$ cat config.mk
export PLATFORM = sky130hd
export DESIGN_NAME = tcp_tx_top
export DESIGN_NICKNAME = d
export VERILOG_FILES = /design/src/hdl/tcp_tx_pkg.sv /design/src/hdl/tcp_cmd_decode.sv /design/src/hdl/tcp_tx_ctrl.sv /design/src/hdl/tcp_seg_builder.sv /design/src/hdl/tcp_tx_top.sv
export SDC_FILE = /design/constraint.sdc
export NUM_CORES = 1
export LEC_CHECK = 0
export BUFFER_PORTS_ARGS = -buffer_cell sky130_fd_sc_hd__buf_2
export CAP_MARGIN = 5
export CORE_ASPECT_RATIO = 1.4
export CORE_MARGIN = 2
export CORE_UTILIZATION = 55
export CTS_CLUSTER_DIAMETER = 50
export CTS_CLUSTER_SIZE = 28
export DETAILED_ROUTE_END_ITERATION = 6
export MAX_ROUTING_LAYER = met4
export PLACE_DENSITY = 0.74
export SLEW_MARGIN = 20
export SYNTH_ARGS = -nofsm -noshare
export SYNTH_HDL_FRONTEND = slang
export SYNTH_SLANG_ARGS = --single-unit
$ cat constraint.sdc
create_clock -name i_clk -period 5 [get_ports i_clk]
set_clock_uncertainty 0.2 [all_clocks]
set_input_delay 0.75 -clock i_clk [delete_from_list [all_inputs] [get_ports i_clk]]
set_output_delay 0.75 -clock i_clk [all_outputs]
set_load 0.02 [all_outputs]
$ cat src/hdl/tcp_tx_pkg.sv
`default_nettype none

package tcp_tx_pkg;

    typedef logic [31:0] seq_t;
    typedef logic [15:0] port_t;
    typedef logic [15:0] len_t;
    typedef logic [7:0]  flags_t;
    typedef logic [31:0] word_t;
    typedef logic [7:0]  addr_t;

    typedef enum logic [1:0] {
        SEG_SYN  = 2'd0,
        SEG_ACK  = 2'd1,
        SEG_FIN  = 2'd2,
        SEG_DATA = 2'd3
    } seg_kind_e;

    // host command, never SEG_DATA
    typedef struct packed {
        seg_kind_e kind;
    } tx_cmd_t;

    typedef struct packed {
        port_t  src_port;
        port_t  dst_port;
        seq_t   seq;
        seq_t   ack;
        flags_t flags;
        len_t   window;
        len_t   ip_len;
        logic   has_payload;
    } tcp_hdr_t;

    typedef struct packed {
        port_t src_port;
        port_t dst_port;
        seq_t  ack;
        len_t  window;
    } conn_cfg_t;

    // ####################################################################
    // tcp flag bits
    // ####################################################################
    localparam flags_t FLAG_FIN = 8'h01;
    localparam flags_t FLAG_SYN = 8'h02;
    localparam flags_t FLAG_RST = 8'h04;
    localparam flags_t FLAG_PSH = 8'h08;
    localparam flags_t FLAG_ACK = 8'h10;
    localparam flags_t FLAG_URG = 8'h20;
    localparam flags_t FLAG_ECE = 8'h40;
    localparam flags_t FLAG_CWR = 8'h80;

    localparam int   HDR_WORDS      = 5;
    // ip header plus tcp header, no options
    localparam len_t IP_TCP_HDR_LEN = 16'd40;

    // register map
    localparam addr_t REG_CMD    = 8'h00;
    localparam addr_t REG_PORTS  = 8'h04;
    localparam addr_t REG_ACK    = 8'h08;
    localparam addr_t REG_WINDOW = 8'h0C;
    localparam addr_t REG_SEQ    = 8'h10;
    localparam addr_t REG_STATUS = 8'h14;

endpackage

`default_nettype wire

$ cat src/hdl/tcp_cmd_decode.sv
`timescale 1ns/1ns
`default_nettype none

module tcp_cmd_decode (
    input  wire                   i_clk,
    input  wire                   i_rst,

    input  tcp_tx_pkg::addr_t     i_awaddr,
    input  wire                   i_awvalid,
    output logic                  o_awready,
    input  tcp_tx_pkg::word_t     i_wdata,
    input  wire                   i_wvalid,
    output logic                  o_wready,
    output logic                  o_bvalid,
    input  wire                   i_bready,
    input  tcp_tx_pkg::addr_t     i_araddr,
    input  wire                   i_arvalid,
    output logic                  o_arready,
    output tcp_tx_pkg::word_t     o_rdata,
    output logic                  o_rvalid,
    input  wire                   i_rready,

    output tcp_tx_pkg::conn_cfg_t o_cfg,
    output tcp_tx_pkg::tx_cmd_t   o_cmd,
    output logic                  o_cmd_valid,
    input  wire                   i_cmd_ready,
    input  tcp_tx_pkg::seq_t      i_seq,
    input  wire                   i_busy
);

    logic              wr_hs;
    logic              rd_hs;
    logic              cmd_post;
    tcp_tx_pkg::word_t rd_mux;

    // ####################################################################
    // write channel
    // ####################################################################

    // address and data taken together, one write outstanding
    assign wr_hs     = i_awvalid && i_wvalid && !o_bvalid && !o_cmd_valid;
    assign o_awready = wr_hs;
    assign o_wready  = wr_hs;

    // values above 2 are not a command
    assign cmd_post = wr_hs && (i_awaddr == tcp_tx_pkg::REG_CMD) && (i_wdata < 32'd3);

    always_ff @(posedge i_clk) begin
        if (i_rst) begin
            o_bvalid    <= 1'b0;
            o_cmd_valid <= 1'b0;
            o_cfg       <= '0;
        end else begin
            if (wr_hs) begin
                o_bvalid <= 1'b1;
            end else if (i_bready) begin
                o_bvalid <= 1'b0;
            end

            if (cmd_post) begin
                o_cmd_valid <= 1'b1;
            end else if (i_cmd_ready) begin
                o_cmd_valid <= 1'b0;
            end

            if (wr_hs) begin
                case (i_awaddr)
                    tcp_tx_pkg::REG_PORTS: begin
                        o_cfg.src_port <= i_wdata[31:16];
                        o_cfg.dst_port <= i_wdata[15:0];
                    end
                    tcp_tx_pkg::REG_ACK: begin
                        o_cfg.ack <= i_wdata;
                    end
                    tcp_tx_pkg::REG_WINDOW: begin
                        o_cfg.window <= i_wdata[15:0];
                    end
                    default: begin
                    end
                endcase
            end
        end
    end

    always_ff @(posedge i_clk) begin
        if (cmd_post) begin
            o_cmd.kind <= tcp_tx_pkg::seg_kind_e'(i_wdata[1:0]);
        end
    end

    // ####################################################################
    // read channel
    // ####################################################################
    assign o_arready = !o_rvalid;
    assign rd_hs     = i_arvalid && o_arready;

    always_comb begin
        rd_mux = '0;
        case (i_araddr)
            tcp_tx_pkg::REG_PORTS:  rd_mux = {o_cfg.src_port, o_cfg.dst_port};
            tcp_tx_pkg::REG_ACK:    rd_mux = o_cfg.ack;
            tcp_tx_pkg::REG_WINDOW: rd_mux = {16'd0, o_cfg.window};
            tcp_tx_pkg::REG_SEQ:    rd_mux = i_seq;
            tcp_tx_pkg::REG_STATUS: rd_mux = {31'd0, i_busy};
            default:                rd_mux = '0;
        endcase
    end

    always_ff @(posedge i_clk) begin
        if (i_rst) begin
            o_rvalid <= 1'b0;
        end else if (rd_hs) begin
            o_rvalid <= 1'b1;
        end else if (i_rready) begin
            o_rvalid <= 1'b0;
        end
    end

    always_ff @(posedge i_clk) begin
        if (rd_hs) begin
            o_rdata <= rd_mux;
        end
    end

endmodule

`default_nettype wire

$ cat src/hdl/tcp_tx_ctrl.sv
`timescale 1ns/1ns
`default_nettype none

module tcp_tx_ctrl (
    input  wire                   i_clk,
    input  wire                   i_rst,

    input  tcp_tx_pkg::conn_cfg_t i_cfg,
    input  tcp_tx_pkg::tx_cmd_t   i_cmd,
    input  wire                   i_cmd_valid,
    output logic                  o_cmd_ready,

    input  wire                   i_s_valid,
    input  tcp_tx_pkg::len_t      i_s_len,

    output tcp_tx_pkg::tcp_hdr_t  o_hdr,
    output logic                  o_hdr_valid,
    input  wire                   i_hdr_ready,
    input  wire                   i_seg_done,

    output tcp_tx_pkg::seq_t      o_seq,
    output logic                  o_busy
);

    typedef enum logic [2:0] {
        IDLE,
        SEND_SYN,
        SEND_ACK,
        SEND_FIN,
        SEND_DATA
    } state_e;

    state_e             state;
    state_e             state_next;
    logic               hdr_pending;
    tcp_tx_pkg::len_t   seg_len;
    tcp_tx_pkg::len_t   seq_inc;
    tcp_tx_pkg::flags_t flags;

    assign o_cmd_ready = (state == IDLE);
    assign o_busy      = (state != IDLE);
    assign o_hdr_valid = hdr_pending;

    // ####################################################################
    // next state
    // ####################################################################
    always_comb begin
        state_next = state;
        case (state)
            IDLE: begin
                // host command ahead of a waiting payload
                if (i_cmd_valid) begin
                    case (i_cmd.kind)
                        tcp_tx_pkg::SEG_SYN: state_next = SEND_SYN;
                        tcp_tx_pkg::SEG_ACK: state_next = SEND_ACK;
                        tcp_tx_pkg::SEG_FIN: state_next = SEND_FIN;
                        default:             state_next = IDLE;
                    endcase
                end else if (i_s_valid) begin
                    state_next = SEND_DATA;
                end
            end
            default: begin
                if (i_seg_done) begin
                    state_next = IDLE;
                end
            end
        endcase
    end

    always_ff @(posedge i_clk) begin
        if (i_rst) begin
            state       <= IDLE;
            hdr_pending <= 1'b0;
            o_seq       <= '0;
        end else begin
            state <= state_next;
            if (state == IDLE && state_next != IDLE) begin
                hdr_pending <= 1'b1;
            end else if (i_hdr_ready) begin
                hdr_pending <= 1'b0;
            end
            if (state != IDLE && i_seg_done) begin
                o_seq <= o_seq + tcp_tx_pkg::seq_t'(seq_inc);
            end
        end
    end

    // length sideband is stable from the first beat
    always_ff @(posedge i_clk) begin
        if (state == IDLE) begin
            seg_len <= i_s_len;
        end
    end

    // ####################################################################
    // header fields
    // ####################################################################
    always_comb begin
        flags   = tcp_tx_pkg::FLAG_ACK;
        seq_inc = '0;
        case (state)
            SEND_SYN: begin
                flags   = tcp_tx_pkg::FLAG_SYN;
                seq_inc = 16'd1;
            end
            SEND_FIN: begin
                flags   = tcp_tx_pkg::FLAG_FIN | tcp_tx_pkg::FLAG_ACK;
                seq_inc = 16'd1;
            end
            SEND_DATA: begin
                flags   = tcp_tx_pkg::FLAG_PSH | tcp_tx_pkg::FLAG_ACK;
                seq_inc = seg_len;
            end
            default: begin
            end
        endcase
    end

    always_comb begin
        o_hdr.src_port    = i_cfg.src_port;
        o_hdr.dst_port    = i_cfg.dst_port;
        o_hdr.seq         = o_seq;
        o_hdr.ack         = i_cfg.ack;
        o_hdr.flags       = flags;
        o_hdr.window      = i_cfg.window;
        o_hdr.has_payload = (state == SEND_DATA);
        if (state == SEND_DATA) begin
            o_hdr.ip_len = tcp_tx_pkg::IP_TCP_HDR_LEN + seg_len;
        end else begin
            o_hdr.ip_len = tcp_tx_pkg::IP_TCP_HDR_LEN;
        end
    end

endmodule

`default_nettype wire

$ cat src/hdl/tcp_seg_builder.sv
`timescale 1ns/1ns
`default_nettype none

module tcp_seg_builder (
    input  wire                  i_clk,
    input  wire                  i_rst,

    input  tcp_tx_pkg::tcp_hdr_t i_hdr,
    input  wire                  i_hdr_valid,
    output logic                 o_hdr_ready,

    input  tcp_tx_pkg::word_t    i_s_data,
    input  wire [3:0]            i_s_keep,
    input  wire                  i_s_valid,
    output logic                 o_s_ready,
    input  wire                  i_s_last,

    output tcp_tx_pkg::word_t    o_m_data,
    output logic [3:0]           o_m_keep,
    output logic                 o_m_valid,
    input  wire                  i_m_ready,
    output logic                 o_m_last,

    output tcp_tx_pkg::len_t     o_ip_len,
    output logic                 o_seg_done
);

    typedef enum logic [1:0] {
        IDLE,
        HEADER,
        PAYLOAD
    } state_e;

    state_e               state;
    tcp_tx_pkg::tcp_hdr_t hdr_q;
    logic [2:0]           word_idx;
    logic                 hdr_last;
    tcp_tx_pkg::word_t    hdr_word;

    assign o_hdr_ready = (state == IDLE);
    assign o_ip_len    = hdr_q.ip_len;
    assign hdr_last    = (word_idx == 3'(tcp_tx_pkg::HDR_WORDS - 1));

    always_ff @(posedge i_clk) begin
        if (i_hdr_valid && o_hdr_ready) begin
            hdr_q <= i_hdr;
        end
    end

    // standard tcp layout, checksum left for the ip stage
    always_comb begin
        case (word_idx)
            3'd0:    hdr_word = {hdr_q.src_port, hdr_q.dst_port};
            3'd1:    hdr_word = hdr_q.seq;
            3'd2:    hdr_word = hdr_q.ack;
            3'd3:    hdr_word = {4'd5, 4'd0, hdr_q.flags, hdr_q.window};
            default: hdr_word = '0;
        endcase
    end

    // ####################################################################
    // output mux
    // ####################################################################
    always_comb begin
        o_m_data   = hdr_word;
        o_m_keep   = 4'hf;
        o_m_valid  = 1'b0;
        o_m_last   = 1'b0;
        o_s_ready  = 1'b0;
        o_seg_done = 1'b0;
        case (state)
            HEADER: begin
                o_m_valid  = 1'b1;
                o_m_last   = hdr_last && !hdr_q.has_payload;
                o_seg_done = o_m_last && i_m_ready;
            end
            PAYLOAD: begin
                o_m_data   = i_s_data;
                o_m_keep   = i_s_keep;
                o_m_valid  = i_s_valid;
                o_m_last   = i_s_last;
                o_s_ready  = i_m_ready;
                o_seg_done = i_s_valid && i_s_last && i_m_ready;
            end
            default: begin
            end
        endcase
    end

    always_ff @(posedge i_clk) begin
        if (i_rst) begin
            state    <= IDLE;
            word_idx <= '0;
        end else begin
            case (state)
                IDLE: begin
                    word_idx <= '0;
                    if (i_hdr_valid) begin
                        state <= HEADER;
                    end
                end
                HEADER: begin
                    if (i_m_ready) begin
                        word_idx <= word_idx + 3'd1;
                        if (hdr_last) begin
                            state <= hdr_q.has_payload ? PAYLOAD : IDLE;
                        end
                    end
                end
                PAYLOAD: begin
                    if (o_seg_done) begin
                        state <= IDLE;
                    end
                end
                default: begin
                    state <= IDLE;
                end
            endcase
        end
    end

endmodule

`default_nettype wire

$ cat src/hdl/tcp_tx_top.sv
`timescale 1ns/1ns
`default_nettype none

module tcp_tx_top (
    input  wire               i_clk,
    input  wire               i_rst,

    // register port
    input  tcp_tx_pkg::addr_t i_awaddr,
    input  wire               i_awvalid,
    output logic              o_awready,
    input  tcp_tx_pkg::word_t i_wdata,
    input  wire               i_wvalid,
    output logic              o_wready,
    output logic              o_bvalid,
    input  wire               i_bready,
    input  tcp_tx_pkg::addr_t i_araddr,
    input  wire               i_arvalid,
    output logic              o_arready,
    output tcp_tx_pkg::word_t o_rdata,
    output logic              o_rvalid,
    input  wire               i_rready,

    // payload in
    input  tcp_tx_pkg::word_t i_s_data,
    input  wire [3:0]         i_s_keep,
    input  wire               i_s_valid,
    output logic              o_s_ready,
    input  wire               i_s_last,
    input  tcp_tx_pkg::len_t  i_s_len,

    // segment out
    output tcp_tx_pkg::word_t o_m_data,
    output logic [3:0]        o_m_keep,
    output logic              o_m_valid,
    input  wire               i_m_ready,
    output logic              o_m_last,
    output tcp_tx_pkg::len_t  o_ip_len
);

    tcp_tx_pkg::conn_cfg_t cfg;
    tcp_tx_pkg::tx_cmd_t   cmd;
    logic                  cmd_valid;
    logic                  cmd_ready;
    tcp_tx_pkg::seq_t      seq;
    logic                  busy;
    tcp_tx_pkg::tcp_hdr_t  hdr;
    logic                  hdr_valid;
    logic                  hdr_ready;
    logic                  seg_done;

    tcp_cmd_decode u_tcp_cmd_decode (
        .i_clk       (i_clk),
        .i_rst       (i_rst),
        .i_awaddr    (i_awaddr),
        .i_awvalid   (i_awvalid),
        .o_awready   (o_awready),
        .i_wdata     (i_wdata),
        .i_wvalid    (i_wvalid),
        .o_wready    (o_wready),
        .o_bvalid    (o_bvalid),
        .i_bready    (i_bready),
        .i_araddr    (i_araddr),
        .i_arvalid   (i_arvalid),
        .o_arready   (o_arready),
        .o_rdata     (o_rdata),
        .o_rvalid    (o_rvalid),
        .i_rready    (i_rready),
        .o_cfg       (cfg),
        .o_cmd       (cmd),
        .o_cmd_valid (cmd_valid),
        .i_cmd_ready (cmd_ready),
        .i_seq       (seq),
        .i_busy      (busy)
    );

    tcp_tx_ctrl u_tcp_tx_ctrl (
        .i_clk       (i_clk),
        .i_rst       (i_rst),
        .i_cfg       (cfg),
        .i_cmd       (cmd),
        .i_cmd_valid (cmd_valid),
        .o_cmd_ready (cmd_ready),
        .i_s_valid   (i_s_valid),
        .i_s_len     (i_s_len),
        .o_hdr       (hdr),
        .o_hdr_valid (hdr_valid),
        .i_hdr_ready (hdr_ready),
        .i_seg_done  (seg_done),
        .o_seq       (seq),
        .o_busy      (busy)
    );

    tcp_seg_builder u_tcp_seg_builder (
        .i_clk       (i_clk),
        .i_rst       (i_rst),
        .i_hdr       (hdr),
        .i_hdr_valid (hdr_valid),
        .o_hdr_ready (hdr_ready),
        .i_s_data    (i_s_data),
        .i_s_keep    (i_s_keep),
        .i_s_valid   (i_s_valid),
        .o_s_ready   (o_s_ready),
        .i_s_last    (i_s_last),
        .o_m_data    (o_m_data),
        .o_m_keep    (o_m_keep),
        .o_m_valid   (o_m_valid),
        .i_m_ready   (i_m_ready),
        .o_m_last    (o_m_last),
        .o_ip_len    (o_ip_len),
        .o_seg_done  (seg_done)
    );

endmodule

`default_nettype wire

---- After elaboration in Yosys (flattened, before gate mapping) ----
Index checks and enable logic that the tools add are counted.
W data, S select, Z words.
operators by class
  equality and inequality tests ........... 23
  mux-type cells .......................... 31
  add/subtract/negate cells ............... 3
  order comparisons ....................... 1
  reduce and logical (&&, ||, !) cells .... 35
operator list
  operator                 number
  $pmux W32 S5             1
  $pmux W32 S4             1
  $add A32 B16 Y32         1
  $eq A8 B4 Y1 const B     4
  $lt A32 B2 Y1 const B    1
  $mux W32                 1
  $pmux W16 S2             1
  $add A6 B16 Y16 const A  1
  $eq A8 B3 Y1 const B     2
  $eq A8 B5 Y1 const B     2
  $mux W3                  5
  $pmux W5 S3              1
  $logic_and A1 B1 Y1      13
  $pmux W2 S3              2
  $mux W2                  5
  $reduce_bool A2 Y1       5
  $eq A3 B2 Y1 const B     3
  $mux W1                  9
  $logic_not A8 Y1         1
  $reduce_and A2 Y1        4
  $eq A3 B1 Y1 const B     2
  $eq A3 B3 Y1 const B     2
  $logic_not A3 Y1         2
  $ne A2 B2 Y1 const B     3
  other kinds (12)         21
storage, ports and cells
  bits in registers ....................... 311
  bits of input ports ..................... 110

---- Depth between registers and ports, before layout ----
Gate-level depths: netlist of run 1.
  depth after elaboration ................. 9
  depth in mapped cells ................... 12

---- Cells and area by module ----
Synthesis of run 1 repeated with hierarchy kept, for this count alone.
unflattened totals
  cells, all modules ...................... 1,358
  area total of the unflattened synthesis .. 14,826.7 um^2
by module, submodules not included
  module           area each (um^2)  cells each  sequential area each (um^2)  times used
  tcp_seg_builder  5,726.7           359         4,214.0                      1
  tcp_cmd_decode   4,946.0           492         2,682.6                      1
  tcp_tx_ctrl      4,154.0           507         1,201.2                      1

---- Worst setup path before layout of run 1 ----
OpenSTA, ideal clock, no wires.
  kind .................................... reg2reg
  start ................................... register u_tcp_seg_builder.state[0]
  end ..................................... register u_tcp_seg_builder.hdr_q[0] (netlist bit) (enable)
  stages on the path, launching flop included .. 4
  data arrival time ....................... 3.650 ns
  clock period less this slack ............ 4.358 ns
  setup slack ............................. 0.642 ns
  data required time ...................... 4.292 ns
  cells stage by stage .................... dfxtp_1 > inv_1 > ha_1 > and2_1
on the way
  word-level cells in the longest chain between the ends .. 2
ends and longest elaborated chain
  element                   RTL line                source
  start: declaration        tcp_seg_builder.sv:34   state_e state;
  start signal: assignment  tcp_seg_builder.sv:106  state <= hdr_q.has_payload ? PAYLOAD : IDLE;
  $logic_not A2 Y1          tcp_seg_builder.sv:40   assign o_hdr_ready = (state == IDLE);
  $logic_and A1 B1 Y1       tcp_seg_builder.sv:45   if (i_hdr_valid && o_hdr_ready) begin
  end signal: assignment    tcp_seg_builder.sv:46   hdr_q <= i_hdr;
  end: declaration          tcp_seg_builder.sv:35   tcp_tx_pkg::tcp_hdr_t hdr_q;
No other way between the ends.
A chain may end at the register's enable or synchronous reset.

---- Final worst setup path of run 1 ----
  start ................................... register u_tcp_seg_builder.word_idx[0]
  end ..................................... output port o_m_data[1]
on the way
  word-level cells in the longest chain between the ends .. 3
  elaborated cells between the ends (all ways) .. 6
ends and longest elaborated chain
  element                                     RTL line                source
  start: declaration                          tcp_seg_builder.sv:36   logic [2:0] word_idx;
  start signal: assignment                    tcp_seg_builder.sv:104  word_idx <= word_idx + 3'd1;
  $eq A3 B2 Y1, or another cell as far along  tcp_seg_builder.sv:52   case (word_idx)
  $pmux W32 S4 *                              tcp_seg_builder.sv:52
  $mux W32 *                                  tcp_seg_builder.sv:71   case (state)
  end: declaration                            tcp_tx_top.sv:33        output tcp_tx_pkg::word_t o_m_data,
Mark *: on every way between the ends. The rest lies on a longest branch, timed or not.

==> metrics.md, run 1 <==
| Metric | Value |
|---|---|
| Vias in the first global route | `9865` |
| Crit path launch type | `flop` |
| Layout Nets | `1549` |
| Total CTS buffers | `19` |
| DR iter-0 viols | `1063` |
| Hold Vio Cnt, Final | `0` |
| Clock-pin slew on the worst setup and hold paths | `90 ps` |
| Slowest stage cell, crit path | `nor2b_4` |
| Largest net degree at the start of global routing | `68` |
| Sw Share | `28.22%` |
| Internal power | `0.003883 W` |
| Final Cycle Share | `76.76%` |
| Combinational fraction of design power | `14.6%` |
| Setup slack, reg-to-reg | `1280 ps` |
| Total grt overflow | `0` |
| Yosys reg bits | `307` |
| Worst hold margin | `201.4 ps` |
| Slew Viols, Final | `0` |
| Synth Instances | `1272` |
| Die Area | `25980 um2` |
| Final GP Congestion | `0.9144` |
| RSZ-0062 raised after global routing | `false` |
| WS Path Type | `reg -> out` |
| Clk_lat worst skew | `510 ps` |
| Hold buffers post-CTS | `0` |
| Final worst slack | `1162 ps` |
| Dpl hpwl | `24730 um` |
| Starting density of the core | `55.42%` |
| Fmax achieved | `260.6 MHz` |
| Syn Nets | `1408` |
| Vias per cell | `6.038` |
| Crit end category | `output port` |
| Maximum vdd drop | `0.3099 mV` |
| Worst path max stage delay | `940 ps` |
| Mapped Avg Cell Area | `10.68 um2` |
| Post-CTS Setup Repair Bufs | `0` |
| Layout cells sized above 1 | `19.85%` |
| Setup slack at placement | `1296 ps` |
| DR vias | `10520` |
| I/O pins | `202` |
| Root buffer selected by CTS | `clkbuf_16` |
| Max-cap violations | `0` |
| # H-tree levels | `1` |
| CTS max path bufs | `3` |
| Power Dens Cells | `352.1 nW/um2` |
| Core Area | `24500 um2` |
| Ys async rst share | `0%` |
| HP Start | `i_rready` |
| CTS tree | `built` |
| # setup viols final | `0` |
| CP Data Required Time | `4050 ps` |
| Final core utilization | `62.70%` |
| DR WL/cell | `21.04 um` |
| Relative slew slack | `24.17%` |
| Worst hold path type | `in -> reg` |
| Min-Delay Endpoint | `u_tcp_cmd_decode.o_rvalid` |
| Netlist cell types | `68` |
| Post-route minimum period | `3838 ps` |
| Total negative slack | `0 ps` |
| Tot GR Track Use | `28.35%` |
| Cts repair resizes | `0` |
| Post-route ant nets | `0` |
| Wire length of the first global-routing pass | `54440 um` |
| Crit path max fanout | `32` |
| Hold depth | `2` |
| Die Span X | `136.8 um` |
| Synth warn | `0` |
| CP cell instances | `inv_1 > ha_1 > nor2b_4 > a22oi_1 > nand2_1 > a22o_1 > buf_2` |
| Std cell rows | `68` |
| Leakage power | `6.152 nW` |
| Port Buffers | `201` |
| Most used DFF post-synth | `edfxtp_1` |
| Post-synth top area share | `40.47%` |
| Worst r2r src | `u_tcp_tx_ctrl.state[2]` |
| # DRC | `0` |
| Status | `finished clean` |
| Worst slew pin tran | `1135 ps` |
| Area Overhead vs Synth | `13.14%` |
| Dominant cells by area after synthesis | `edfxtp_1 40%, dfxtp_1 18%, nand2_1 6.6%` |
| Sw power | `0.001527 W` |
| Largest area contributor in the netlist | `edfxtp_1` |
| Drt pass-1 iters | `6` |
| Die Y | `189.9 um` |
| Initial antenna violation count | `2` |
| DRT Wirelength | `36660 um` |
| Crit path from | `u_tcp_seg_builder.word_idx[0]` |
| Sequential Power Share | `53.7%` |
| R2R cell count | `10` |
| Sequential share of the synthesized area | `58.75%` |
| Worst reg2reg endpoint | `u_tcp_tx_ctrl.o_seq[26]` |
| Clock group share of total power | `31.7%` |
| Number of synthesized flops with an enable pin | `183` |
| Critical Path AT | `2890 ps` |
| Mapped Area | `13580 um2` |
| CTS Sinks | `307` |
## registers in the layout, indices dropped and copies added, names as in the netlist
signal                        flops
u_tcp_cmd_decode.o_rvalid         1
u_tcp_seg_builder.state           2
u_tcp_tx_ctrl.seg_len            16
u_tcp_seg_builder.word_idx        3
u_tcp_cmd_decode.o_bvalid         1
u_tcp_tx_ctrl.o_seq              32
u_tcp_seg_builder.hdr_q         117
u_tcp_seg_builder.o_ip_len       16
u_tcp_tx_ctrl.o_hdr_valid         1
u_tcp_cmd_decode.o_rdata         32
u_tcp_cmd_decode.o_cmd            2
u_tcp_cmd_decode.o_cfg           80
u_tcp_cmd_decode.o_cmd_valid      1
u_tcp_tx_ctrl.state               3
## layout by cell type (no fill, tap or decap), types with 15 or more instances in the layout
| master | instances |
|---|---|
| a22oi_1 | 42 |
| and3_1 | 27 |
| mux2i_1 | 18 |
| nand3_1 | 20 |
| a22o_1 | 32 |
| dfxtp_1 | 124 |
| nor2b_1 | 15 |
| edfxtp_1 | 183 |
| o21ai_0 | 17 |
| a222oi_1 | 31 |
| a211oi_1 | 19 |
| ha_1 | 23 |
| clkbuf_16 | 19 |
| nor2_1 | 68 |
| nand2_1 | 237 |
| buf_2 | 200 |
| inv_1 | 50 |
| a21oi_1 | 114 |
## critical path, delay by kind of cell, from the launching register on
kind	cells	cell delay, ps
compound gates	2	370
simple gates	2	1130
buf+inv	2	260
flops	1	370
fa+ha+maj	1	240
## layer usage
metal / up-vias / routed length (um) / global-route usage (%)
li1: 4880 / - / -
met1: 5097 / 14010 / 34.38
met2: 474 / 18800 / 48.60
met3: 68 / 2704 / 3.517
met4: 0 / 1145 / 10.15
met5: - / 0 / -
## how the worst max path moves through the flow
stage	endpoint	slack (ps)	cells past startpoint
after floorplan	u_tcp_seg_builder.hdr_q[0]	640	3
after global placement	u_tcp_tx_ctrl.o_seq[28]	1410	10
after detailed placement	u_tcp_tx_ctrl.o_seq[26]	1300	10
after CTS	o_m_data[31]	1170	7
after global routing	u_tcp_tx_ctrl.o_seq[26]	990	10
final	o_m_data[1]	1160	7
## cell families (layout without fill, tap and decap cells)
| group | after synthesis | after routing | synth area share, % |
|---|---|---|---|
| other cells | 0 | 1 | 0 |
| fa+ha+maj | 26 | 26 | 2.451 |
| xor+xnor | 21 | 21 | 1.354 |
| flops | 307 | 307 | 58.75 |
| buf+inv | 143 | 297 | 4.699 |
| compound gates | 295 | 295 | 15.11 |
| mux | 32 | 32 | 2.488 |
| simple gates | 448 | 448 | 15.15 |
## power groups by stage
stage | Clock [W] | Sequential, W | Combinational (W)
final | 0.00171 | 0.00291 | 0.000792
after global routing | 0.00181 | 0.00292 | 0.000856
after CTS | 0.00173 | 0.00291 | 0.000794
after detailed placement | 0 | 0.00296 | 0.000791
after global placement | 0 | 0.00296 | 0.000782
after floorplan | 0 | 0.00298 | 0.000512
## layout make-up
cell class	count	area [um2]
antenna	1	2.502
clock buffer	19	475.5
clock inverter	15	172.7
fill	2025	9140
inverter	50	187.7
multi-input combinational	822	5022
sequential	307	7978
tap	315	394.1
timing repair buffer	213	1131
## cells in the mapped netlist, drive strengths merged, types with 14 or more instances
library cell and number:
mux2 14, o21ai 19, nor2b 19, dfxtp 124, a222oi 31, and3 27, edfxtp 183, nand3 21
a22oi 42, a21oi 114, nand2 237, clkbuf 52, a22o 32, a211oi 19, ha 25, buf 41
nor2 73, inv 50, mux2i 18
## through the flow
step / area [um2] / power (W) / cells
finish: 15360 / 0.005410 / 1742
global route: 15360 / 0.005588 / 1742
CTS: 15360 / 0.005431 / 1741
detailed placement: 14710 / 0.003755 / 1707
global placement: 14680 / 0.003738 / 1706
floorplan: 13580 / 0.003491 / 1272
(Power assumes the default switching activity.)
==> run 2, diff against run 1 <==
--- a/config.mk
+++ b/config.mk
@@ -5,16 +5,17 @@
 export SDC_FILE = /design/constraint.sdc
 export NUM_CORES = 1
 export LEC_CHECK = 0
+export ABC_AREA = 1
 export BUFFER_PORTS_ARGS = -buffer_cell sky130_fd_sc_hd__buf_2
 export CAP_MARGIN = 5
 export CORE_ASPECT_RATIO = 1.4
 export CORE_MARGIN = 2
-export CORE_UTILIZATION = 55
+export CORE_UTILIZATION = 52
 export CTS_CLUSTER_DIAMETER = 50
 export CTS_CLUSTER_SIZE = 28
 export DETAILED_ROUTE_END_ITERATION = 6
 export MAX_ROUTING_LAYER = met4
-export PLACE_DENSITY = 0.74
+export PLACE_DENSITY = 0.73
 export SLEW_MARGIN = 20
 export SYNTH_ARGS = -nofsm -noshare
 export SYNTH_HDL_FRONTEND = slang
==> constraint.sdc (replaced) <==
create_clock -name i_clk -period 3.2 [get_ports i_clk]
set_clock_uncertainty 0.2 [all_clocks]
set_input_delay 0.48 -clock i_clk [delete_from_list [all_inputs] [get_ports i_clk]]
set_output_delay 0.48 -clock i_clk [all_outputs]
set_load 0.02 [all_outputs]
==> metrics.md, run 2 <==
| Metric | Value |
|---|---|
| Status | `finished clean (unchanged)` |
| Worst hold margin | `6.820 ps (was 201.4 ps)` |
| Syn Nets | `1688 (was 1408)` |
| Synth warn | `0 (unchanged)` |
| Total grt overflow | `0 (unchanged)` |
| Dpl hpwl | `26900 um (was 24730 um)` |
| Synth Instances | `1552 (was 1272)` |
| Vias per cell | `5.506 (was 6.038)` |
| Regs by FF count | `u_tcp_seg_builder.hdr_q x117, u_tcp_cmd_decode.o_cfg x80 (unchanged)` |
| Starting density of the core | `53.10% (was 55.42%)` |
| Power Dens Cells | `615.1 nW/um2 (was 352.1 nW/um2)` |
| CTS max path bufs | `3 (unchanged)` |
| Top delay family on crit path | `buffers and inverters (was simple AND/OR/NAND/NOR gates)` |
| CTS Sinks | `307 (unchanged)` |
| Core Area | `26280 um2 (was 24500 um2)` |
| Final GP Congestion | `0.9156 (was 0.9144)` |
| Dominant cells by area after synthesis | `edfxtp_1 39%, dfxtp_1 18%, nand2_1 11% (was edfxtp_1 40%, dfxtp_1 18%, nand2_1 6.6%)` |
| DR WL/cell | `18.34 um (was 21.04 um)` |
| Root buffer selected by CTS | `clkbuf_16 (unchanged)` |
| # DRC | `0 (unchanged)` |
| Most frequent cells in the layout | `406 x nand2_1, 201 x buf_2, 183 x edfxtp_1 (was 237 x nand2_1, 200 x buf_2, 183 x edfxtp_1)` |
| Most used DFF post-synth | `edfxtp_1 (unchanged)` |
| Worst hold path type | `in -> reg (unchanged)` |
| Clk_lat worst skew | `540 ps (was 510 ps)` |
| Synth Area in Adders | `2.385% (was 2.451%)` |
| DR vias | `11540 (was 10520)` |
| Final Cycle Share | `97.84%` |
| Die Y | `197.8 um (was 189.9 um)` |
| Maximum vdd drop | `0.4295 mV (was 0.3099 mV)` |
| Sequential share of the synthesized area | `57.17% (was 58.75%)` |
| Combinational fraction of design power | `21.2% (was 14.6%)` |
| Yosys reg bits | `307 (unchanged)` |
| Post-synth top area share | `39.38% (was 40.47%)` |
| CTS tree | `built (unchanged)` |
| Port Buffers | `201 (unchanged)` |
| DRT Wirelength | `38440 um (was 36660 um)` |
| CP Data Required Time | `2520 ps (was 4050 ps)` |
| Crit path max fanout | `15 (was 32)` |
| Internal power | `0.006814 W (was 0.003883 W)` |
| Mapped Avg Cell Area | `8.991 um2 (was 10.68 um2)` |
| Vias in the first global route | `11020 (was 9865)` |
| Final Instance Count excl. Fillers | `2096 (was 1742)` |
| Largest net degree at the start of global routing | `113 (was 68)` |
| # setup viols final | `0 (unchanged)` |
| Netlist cell types | `45 (was 68)` |
| Placed cell count | `2026 (was 1707)` |
| Final Cell Area | `16470 um2 (was 15360 um2)` |
| # H-tree levels | `1 (unchanged)` |
| Total negative slack | `0 ps (unchanged)` |
| Leakage power | `6.926 nW (was 6.152 nW)` |
| WS Path Type | `reg -> out (unchanged)` |
| CP cell instances | `inv_1 > ha_1 > nand2_1 > clkinvlp_4 > buf_12 > buf_4 > a221oi_2 > o21ai_0 > buf_2 (was inv_1 > ha_1 > nor2b_4 > a22oi_1 > nand2_1 > a22o_1 > buf_2)` |
| Simple logic cell fraction of the synthesized area | `19.61% (was 15.15%)` |
| Antenna cells | `0 (was 1)` |
| Layout Nets | `1890 (was 1549)` |
| Mapped Area | `13950 um2 (was 13580 um2)` |
| Slew Viols, Final | `0 (unchanged)` |
| DR iter-0 viols | `887 (was 1063)` |
| Worst path max stage delay | `390 ps (was 940 ps)` |
| Most common cell in the netlist | `nand2_1 (unchanged)` |
| Relative slew slack | `44.46% (was 24.17%)` |
| Crit path launch type | `flop (unchanged)` |
| Bufs and invs on worst path | `5 (was 2)` |
| Worst slew pin tran | `825.5 ps (was 1135 ps)` |
| Slowest stage cell, crit path | `a221oi_2 (was nor2b_4)` |
| Xor/xnor share of the synthesized area | `0.5022% (was 1.354%)` |
| Post-synthesis compound-gate area fraction | `12.70% (was 15.11%)` |
| Crit end category | `output port (unchanged)` |
| Std cell rows | `70 (was 68)` |
| Die Area | `28180 um2 (was 25980 um2)` |
| Total CTS buffers | `24 (was 19)` |
| Number of synthesized flops with an enable pin | `183 (unchanged)` |
| Sequential Power Share | `46.2% (was 53.7%)` |
| Mux contribution to synthesized area | `0% (was 2.488%)` |
| Tot GR Track Use | `27.67% (was 28.35%)` |
| Die Span X | `142.4 um (was 136.8 um)` |
| Fmax achieved | `319.4 MHz` |
| Largest area contributor in the netlist | `edfxtp_1 (unchanged)` |
| Post-route ant nets | `0 (unchanged)` |
| Sw Share | `32.73% (was 28.22%)` |
| I/O pins | `202 (unchanged)` |
| RSZ-0062 raised after global routing | `true (was false)` |
| Layout cells sized above 1 | `18.17% (was 19.85%)` |
| Main combinational cell family by area after synthesis | `simple AND/OR/NAND/NOR gates (unchanged)` |
| Clock-pin slew on the worst setup and hold paths | `90 ps (about the same)` |
| Initial antenna violation count | `0 (was 2)` |
| Post-synth top cells | `407 x nand2_1, 183 x edfxtp_1, 159 x inv_1 (was 237 x nand2_1, 183 x edfxtp_1, 124 x dfxtp_1)` |
| Placement-stage cell area | `15200 um2 (was 14710 um2)` |
| Ys async rst share | `0% (unchanged)` |
| Final core utilization | `62.67% (was 62.70%)` |
| Top reg by flops | `u_tcp_seg_builder.hdr_q (unchanged)` |
| Sw power | `0.003315 W (was 0.001527 W)` |
| Max reg flops | `117 (unchanged)` |
| Max-cap violations | `0 (unchanged)` |
| Area Overhead vs Synth | `18.01% (was 13.14%)` |
| Clock group share of total power | `32.5% (was 31.7%)` |
| Commonest non-fill, non-tap cell in the layout | `nand2_1 (unchanged)` |
| Wire length of the first global-routing pass | `58790 um (was 54440 um)` |
| Post-route minimum period | `3131 ps` |
| Hold Vio Cnt, Final | `0 (unchanged)` |
| Critical Path AT | `2450 ps (was 2890 ps)` |
| Drt pass-1 iters | `5 (was 6)` |
[run 2: cell count changes in the layout (fill, tap and decap cells not counted), sizes merged, moves of 27 or more]
| cell | change |
|---|---|
| nand3 | +49 |
| a22o | -32 |
| a22oi | -42 |
| nor2 | +42 |
| nand2 | +172 |
| a222oi | -31 |
| inv | +109 |
| o21ai | +104 |
| and3 | -27 |
[run 2: kinds of logic (layout without fill, tap and decap cells)]
| kind of cell | after synthesis | count (layout) |
|---|---|---|
| adder cells (fa/ha/maj) | 26 | 26 |
| AND/OR/NAND/NOR | 652 | 652 |
| XOR/XNOR | 8 | 8 |
| AO/OA/AOI/OAI | 317 | 317 |
| buffers and inverters | 242 | 462 |
| flip-flops | 307 | 307 |
[run 2: repair_timing]
action | in CTS | in global routing
buffers inserted | 3 | 0
hold endpoints to repair | 26 | 0
setup endpoints to repair | 23 | 21
resized for setup | 8 | 13
hold buffers | 23 | 0
[run 2: power by group through the flow]
stage / clock (W) / sequential (W) / combinational (W)
after global placement: 0 / 0.00475 / 0.00205
final: 0.00330 / 0.00468 / 0.00215
after global routing: 0.00347 / 0.00471 / 0.00233
after detailed placement: 0 / 0.00476 / 0.00208
after floorplan: 0 / 0.00477 / 0.00129
after CTS: 0.00333 / 0.00468 / 0.00213
[run 2: worst paths after layout]
path / from / end / slack [ps] / cells after the start
hold reg to reg: u_tcp_cmd_decode.o_cfg[31] / u_tcp_seg_builder.hdr_q[56] / 260 / 0
setup / recovery: u_tcp_seg_builder.word_idx[0] / o_m_data[15] / 70 / 9
hold / removal: i_wdata[18] / u_tcp_cmd_decode.o_cfg[66] / 7 / 3
setup reg to reg: u_tcp_tx_ctrl.state[1] / u_tcp_tx_ctrl.o_seq[16] / 390 / 16
[run 2: cell type report]
class | count | area [um2]
tap | 324 | 405.4
fill | 2205 | 9809
clock inverter | 19 | 271.5
sequential | 307 | 7980
clock buffer | 25 | 625.6
timing repair buffer | 255 | 1564
multi-input combinational | 1003 | 4999
inverter | 163 | 620.6
[run 2: per-stage QoR]
step | power, W | setup WS, ps
final | 0.01013 | 69.17
after detailed placement | 0.006838 | 374.9
after global routing | 0.01052 | -3.523
after floorplan | 0.006069 | 0.9310
after global placement | 0.006806 | 424.8
after CTS | 0.01013 | 1.570
[run 2: worst min-delay path, cell delays in order]
cell and delay [ps]:
buf_2 100, nor3_1 50, nor2_1 80
[run 2: layer usage]
layer | vias up | part of all wire, % | GRT usage [%]
li1 | 5653 | - | -
met2 | 440 | 50 | 47.06
met4 | 0 | 2.9 | 8.838
met1 | 5388 | 41 | 35.07
met5 | - | 0 | -
met3 | 60 | 6.1 | 2.515
==> run 3, diff against run 2 <==
--- a/config.mk
+++ b/config.mk
@@ -14,7 +14,6 @@
 export CTS_CLUSTER_DIAMETER = 50
 export CTS_CLUSTER_SIZE = 28
 export DETAILED_ROUTE_END_ITERATION = 6
-export MAX_ROUTING_LAYER = met4
 export PLACE_DENSITY = 0.73
 export SLEW_MARGIN = 20
 export SYNTH_ARGS = -nofsm -noshare
==> metrics.md, run 3 (same netlist as run 2, synthesis figures left out) <==
| Metric | Value |
|---|---|
| Status | `finished clean (unchanged)` |
| Fmax achieved | `322.2 MHz (was 319.4 MHz)` |
| Wire length of the first global-routing pass | `59360 um (was 58790 um)` |
| Worst slew pin tran | `742.4 ps (was 825.5 ps)` |
| Hold Vio Cnt, Final | `0 (unchanged)` |
| Crit path max fanout | `11 (was 15)` |
| DRT Wirelength | `39100 um (was 38440 um)` |
| Die Span X | `142.4 um (unchanged)` |
| Critical Path AT | `2420 ps (was 2450 ps)` |
| Regs by FF count | `u_tcp_seg_builder.hdr_q x117, u_tcp_cmd_decode.o_cfg x80 (unchanged)` |
| Worst hold path type | `in -> reg (unchanged)` |
| Tot GR Track Use | `27.23% (was 27.67%)` |
| Min-Delay Endpoint | `u_tcp_cmd_decode.o_cfg[77] (was u_tcp_cmd_decode.o_cfg[66])` |
| Slew Viols, Final | `0 (unchanged)` |
| Max-cap violations | `0 (unchanged)` |
| Clock-pin slew on the worst setup and hold paths | `100 ps (was 90 ps)` |
| Post-route ant nets | `0 (unchanged)` |
| HP Start | `i_wdata[29] (was i_wdata[18])` |
| Max reg flops | `117 (unchanged)` |
| Leakage power | `6.978 nW (was 6.926 nW)` |
| CTS tree | `built (unchanged)` |
| Largest net degree at the start of global routing | `80 (was 113)` |
| CTS Sinks | `307 (unchanged)` |
| Antenna cells | `0 (unchanged)` |
| Area Overhead vs Synth | `18.97% (was 18.01%)` |
| Total negative slack | `0 ps (unchanged)` |
| Die Area | `28180 um2 (unchanged)` |
| Worst reg2reg endpoint | `u_tcp_tx_ctrl.o_seq[20] (was u_tcp_tx_ctrl.o_seq[16])` |
| Final Cycle Share | `97.00% (was 97.84%)` |
| Total Power | `0.01020 W (was 0.01013 W)` |
| Dpl hpwl | `27400 um (was 26900 um)` |
| Final GP Congestion | `0.9079 (was 0.9156)` |
| Setup slack at placement | `403.5 ps (was 374.9 ps)` |
| Die Y | `197.8 um (unchanged)` |
| Layout cells sized above 1 | `18.60% (was 18.17%)` |
| DR iter-0 viols | `996 (was 887)` |
| Initial antenna violation count | `0 (unchanged)` |
| Clk_lat worst skew | `560 ps (was 540 ps)` |
| Post-route minimum period | `3104 ps (was 3131 ps)` |
| Core Area | `26280 um2 (unchanged)` |
| # setup viols final | `0 (unchanged)` |
| DR vias | `11650 (was 11540)` |
| Starting density of the core | `53.10% (unchanged)` |
| Std cell rows | `70 (unchanged)` |
| # DRC | `0 (unchanged)` |
| I/O pins | `202 (unchanged)` |
| Power Dens Cells | `614.4 nW/um2 (was 615.1 nW/um2)` |
| CTS max path bufs | `3 (unchanged)` |
| Port Buffers | `201 (unchanged)` |
| DR WL/cell | `18.58 um (was 18.34 um)` |
| R2R cell count | `16 (unchanged)` |
| RSZ-0062 raised after global routing | `false (was true)` |
| Layout Nets | `1899 (was 1890)` |
| Total grt overflow | `0 (unchanged)` |
| Relative slew slack | `50.39% (was 44.46%)` |
| WS Path Type | `reg -> out (unchanged)` |
| Most frequent cells in the layout | `405 x nand2_1, 201 x buf_2, 183 x edfxtp_1 (was 406 x nand2_1, 201 x buf_2, 183 x edfxtp_1)` |
| Drt pass-1 iters | `7 (was 5)` |
| Vias per cell | `5.538 (was 5.506)` |
| Top reg by flops | `u_tcp_seg_builder.hdr_q (unchanged)` |
| Vias in the first global route | `11250 (was 11020)` |
| CP Data Required Time | `2520 ps (about the same)` |
| Hold depth | `3 (unchanged)` |
| Crit path from | `u_tcp_seg_builder.word_idx[1] (was u_tcp_seg_builder.word_idx[0])` |
| Final worst slack | `95.91 ps (was 69.17 ps)` |
| Setup slack, reg-to-reg | `400 ps (was 390 ps)` |
| Crit path launch type | `flop (unchanged)` |
| Worst r2r src | `u_tcp_tx_ctrl.state[1] (unchanged)` |
| Crit end category | `output port (unchanged)` |
| # H-tree levels | `1 (unchanged)` |
| Total CTS buffers | `23 (was 24)` |
| Root buffer selected by CTS | `clkbuf_16 (unchanged)` |
| Commonest non-fill, non-tap cell in the layout | `nand2_1 (unchanged)` |
| Maximum vdd drop | `0.3537 mV (was 0.4295 mV)` |
[run 3: worst max-delay path by stage]
stage / end / depth (start not counted)
final: o_m_data[13] / 9
after global routing: o_m_data[11] / 11
after CTS: o_m_data[12] / 10
after detailed placement: o_m_data[15] / 8
after global placement: o_m_data[15] / 8
after floorplan: u_tcp_seg_builder.hdr_q[0] / 4
[run 3: worst max-delay path: stages (launching register included)]
cell and delay [ps]:
dfxtp_1 390, inv_1 90, ha_2 200, inv_1 100, nor2_4 70, buf_12 130, clkbuf_16 170, a221oi_2 410
o21ai_0 140, buf_2 170
[run 3: cell type report]
class                   instances  area [um2]
flip-flops and latches        307        7979
multi-input cells            1003        5056
clock buffers                  24       579.3
inverters                     163       620.6
well taps                     324       405.4
fillers                      2168        9674
clock inverters                18       302.8
repair buffers                265        1658
[run 3: what timing repair did]
action | in CTS | in global routing
pin swaps | 0 | 1
hold buffers | 27 | 0
hold endpoints to repair | 32 | 0
resized for setup | 11 | 19
endpoints found under the setup margin | 24 | 21
buffers inserted | 4 | 1
gates cloned | 0 | 1
[run 3: stage by stage]
step,area [um2],util [%],hold WS (ps),cells
after detailed placement,15210,57.89,235.7,2029
after global placement,15210,57.89,233.2,2029
after CTS,16450,62.61,1.680,2102
final,16600,63.18,7.556,2104
after floorplan,13960,-,225.2,1552
after global routing,16600,63.18,18.57,2104
[run 3: report_power, final]
group | internal, W | switching [W] | total [W]
combinational | 0.000713 | 0.00152 | 0.00223
clock | 0.00152 | 0.00177 | 0.00329
sequential | 0.00456 | 0.000121 | 0.00468
total | 0.00679 | 0.00341 | 0.0102
[run 3: per-layer routing]
layer / GRT usage (%) / share of wire, % / vias up
met3: 2.781 / 6.8 / 65
met4: 9.461 / 2.9 / 0
met5: 0 / 0 / -
li1: - / - / 5658
met1: 35.06 / 40 / 5460
met2: 47.77 / 50 / 468
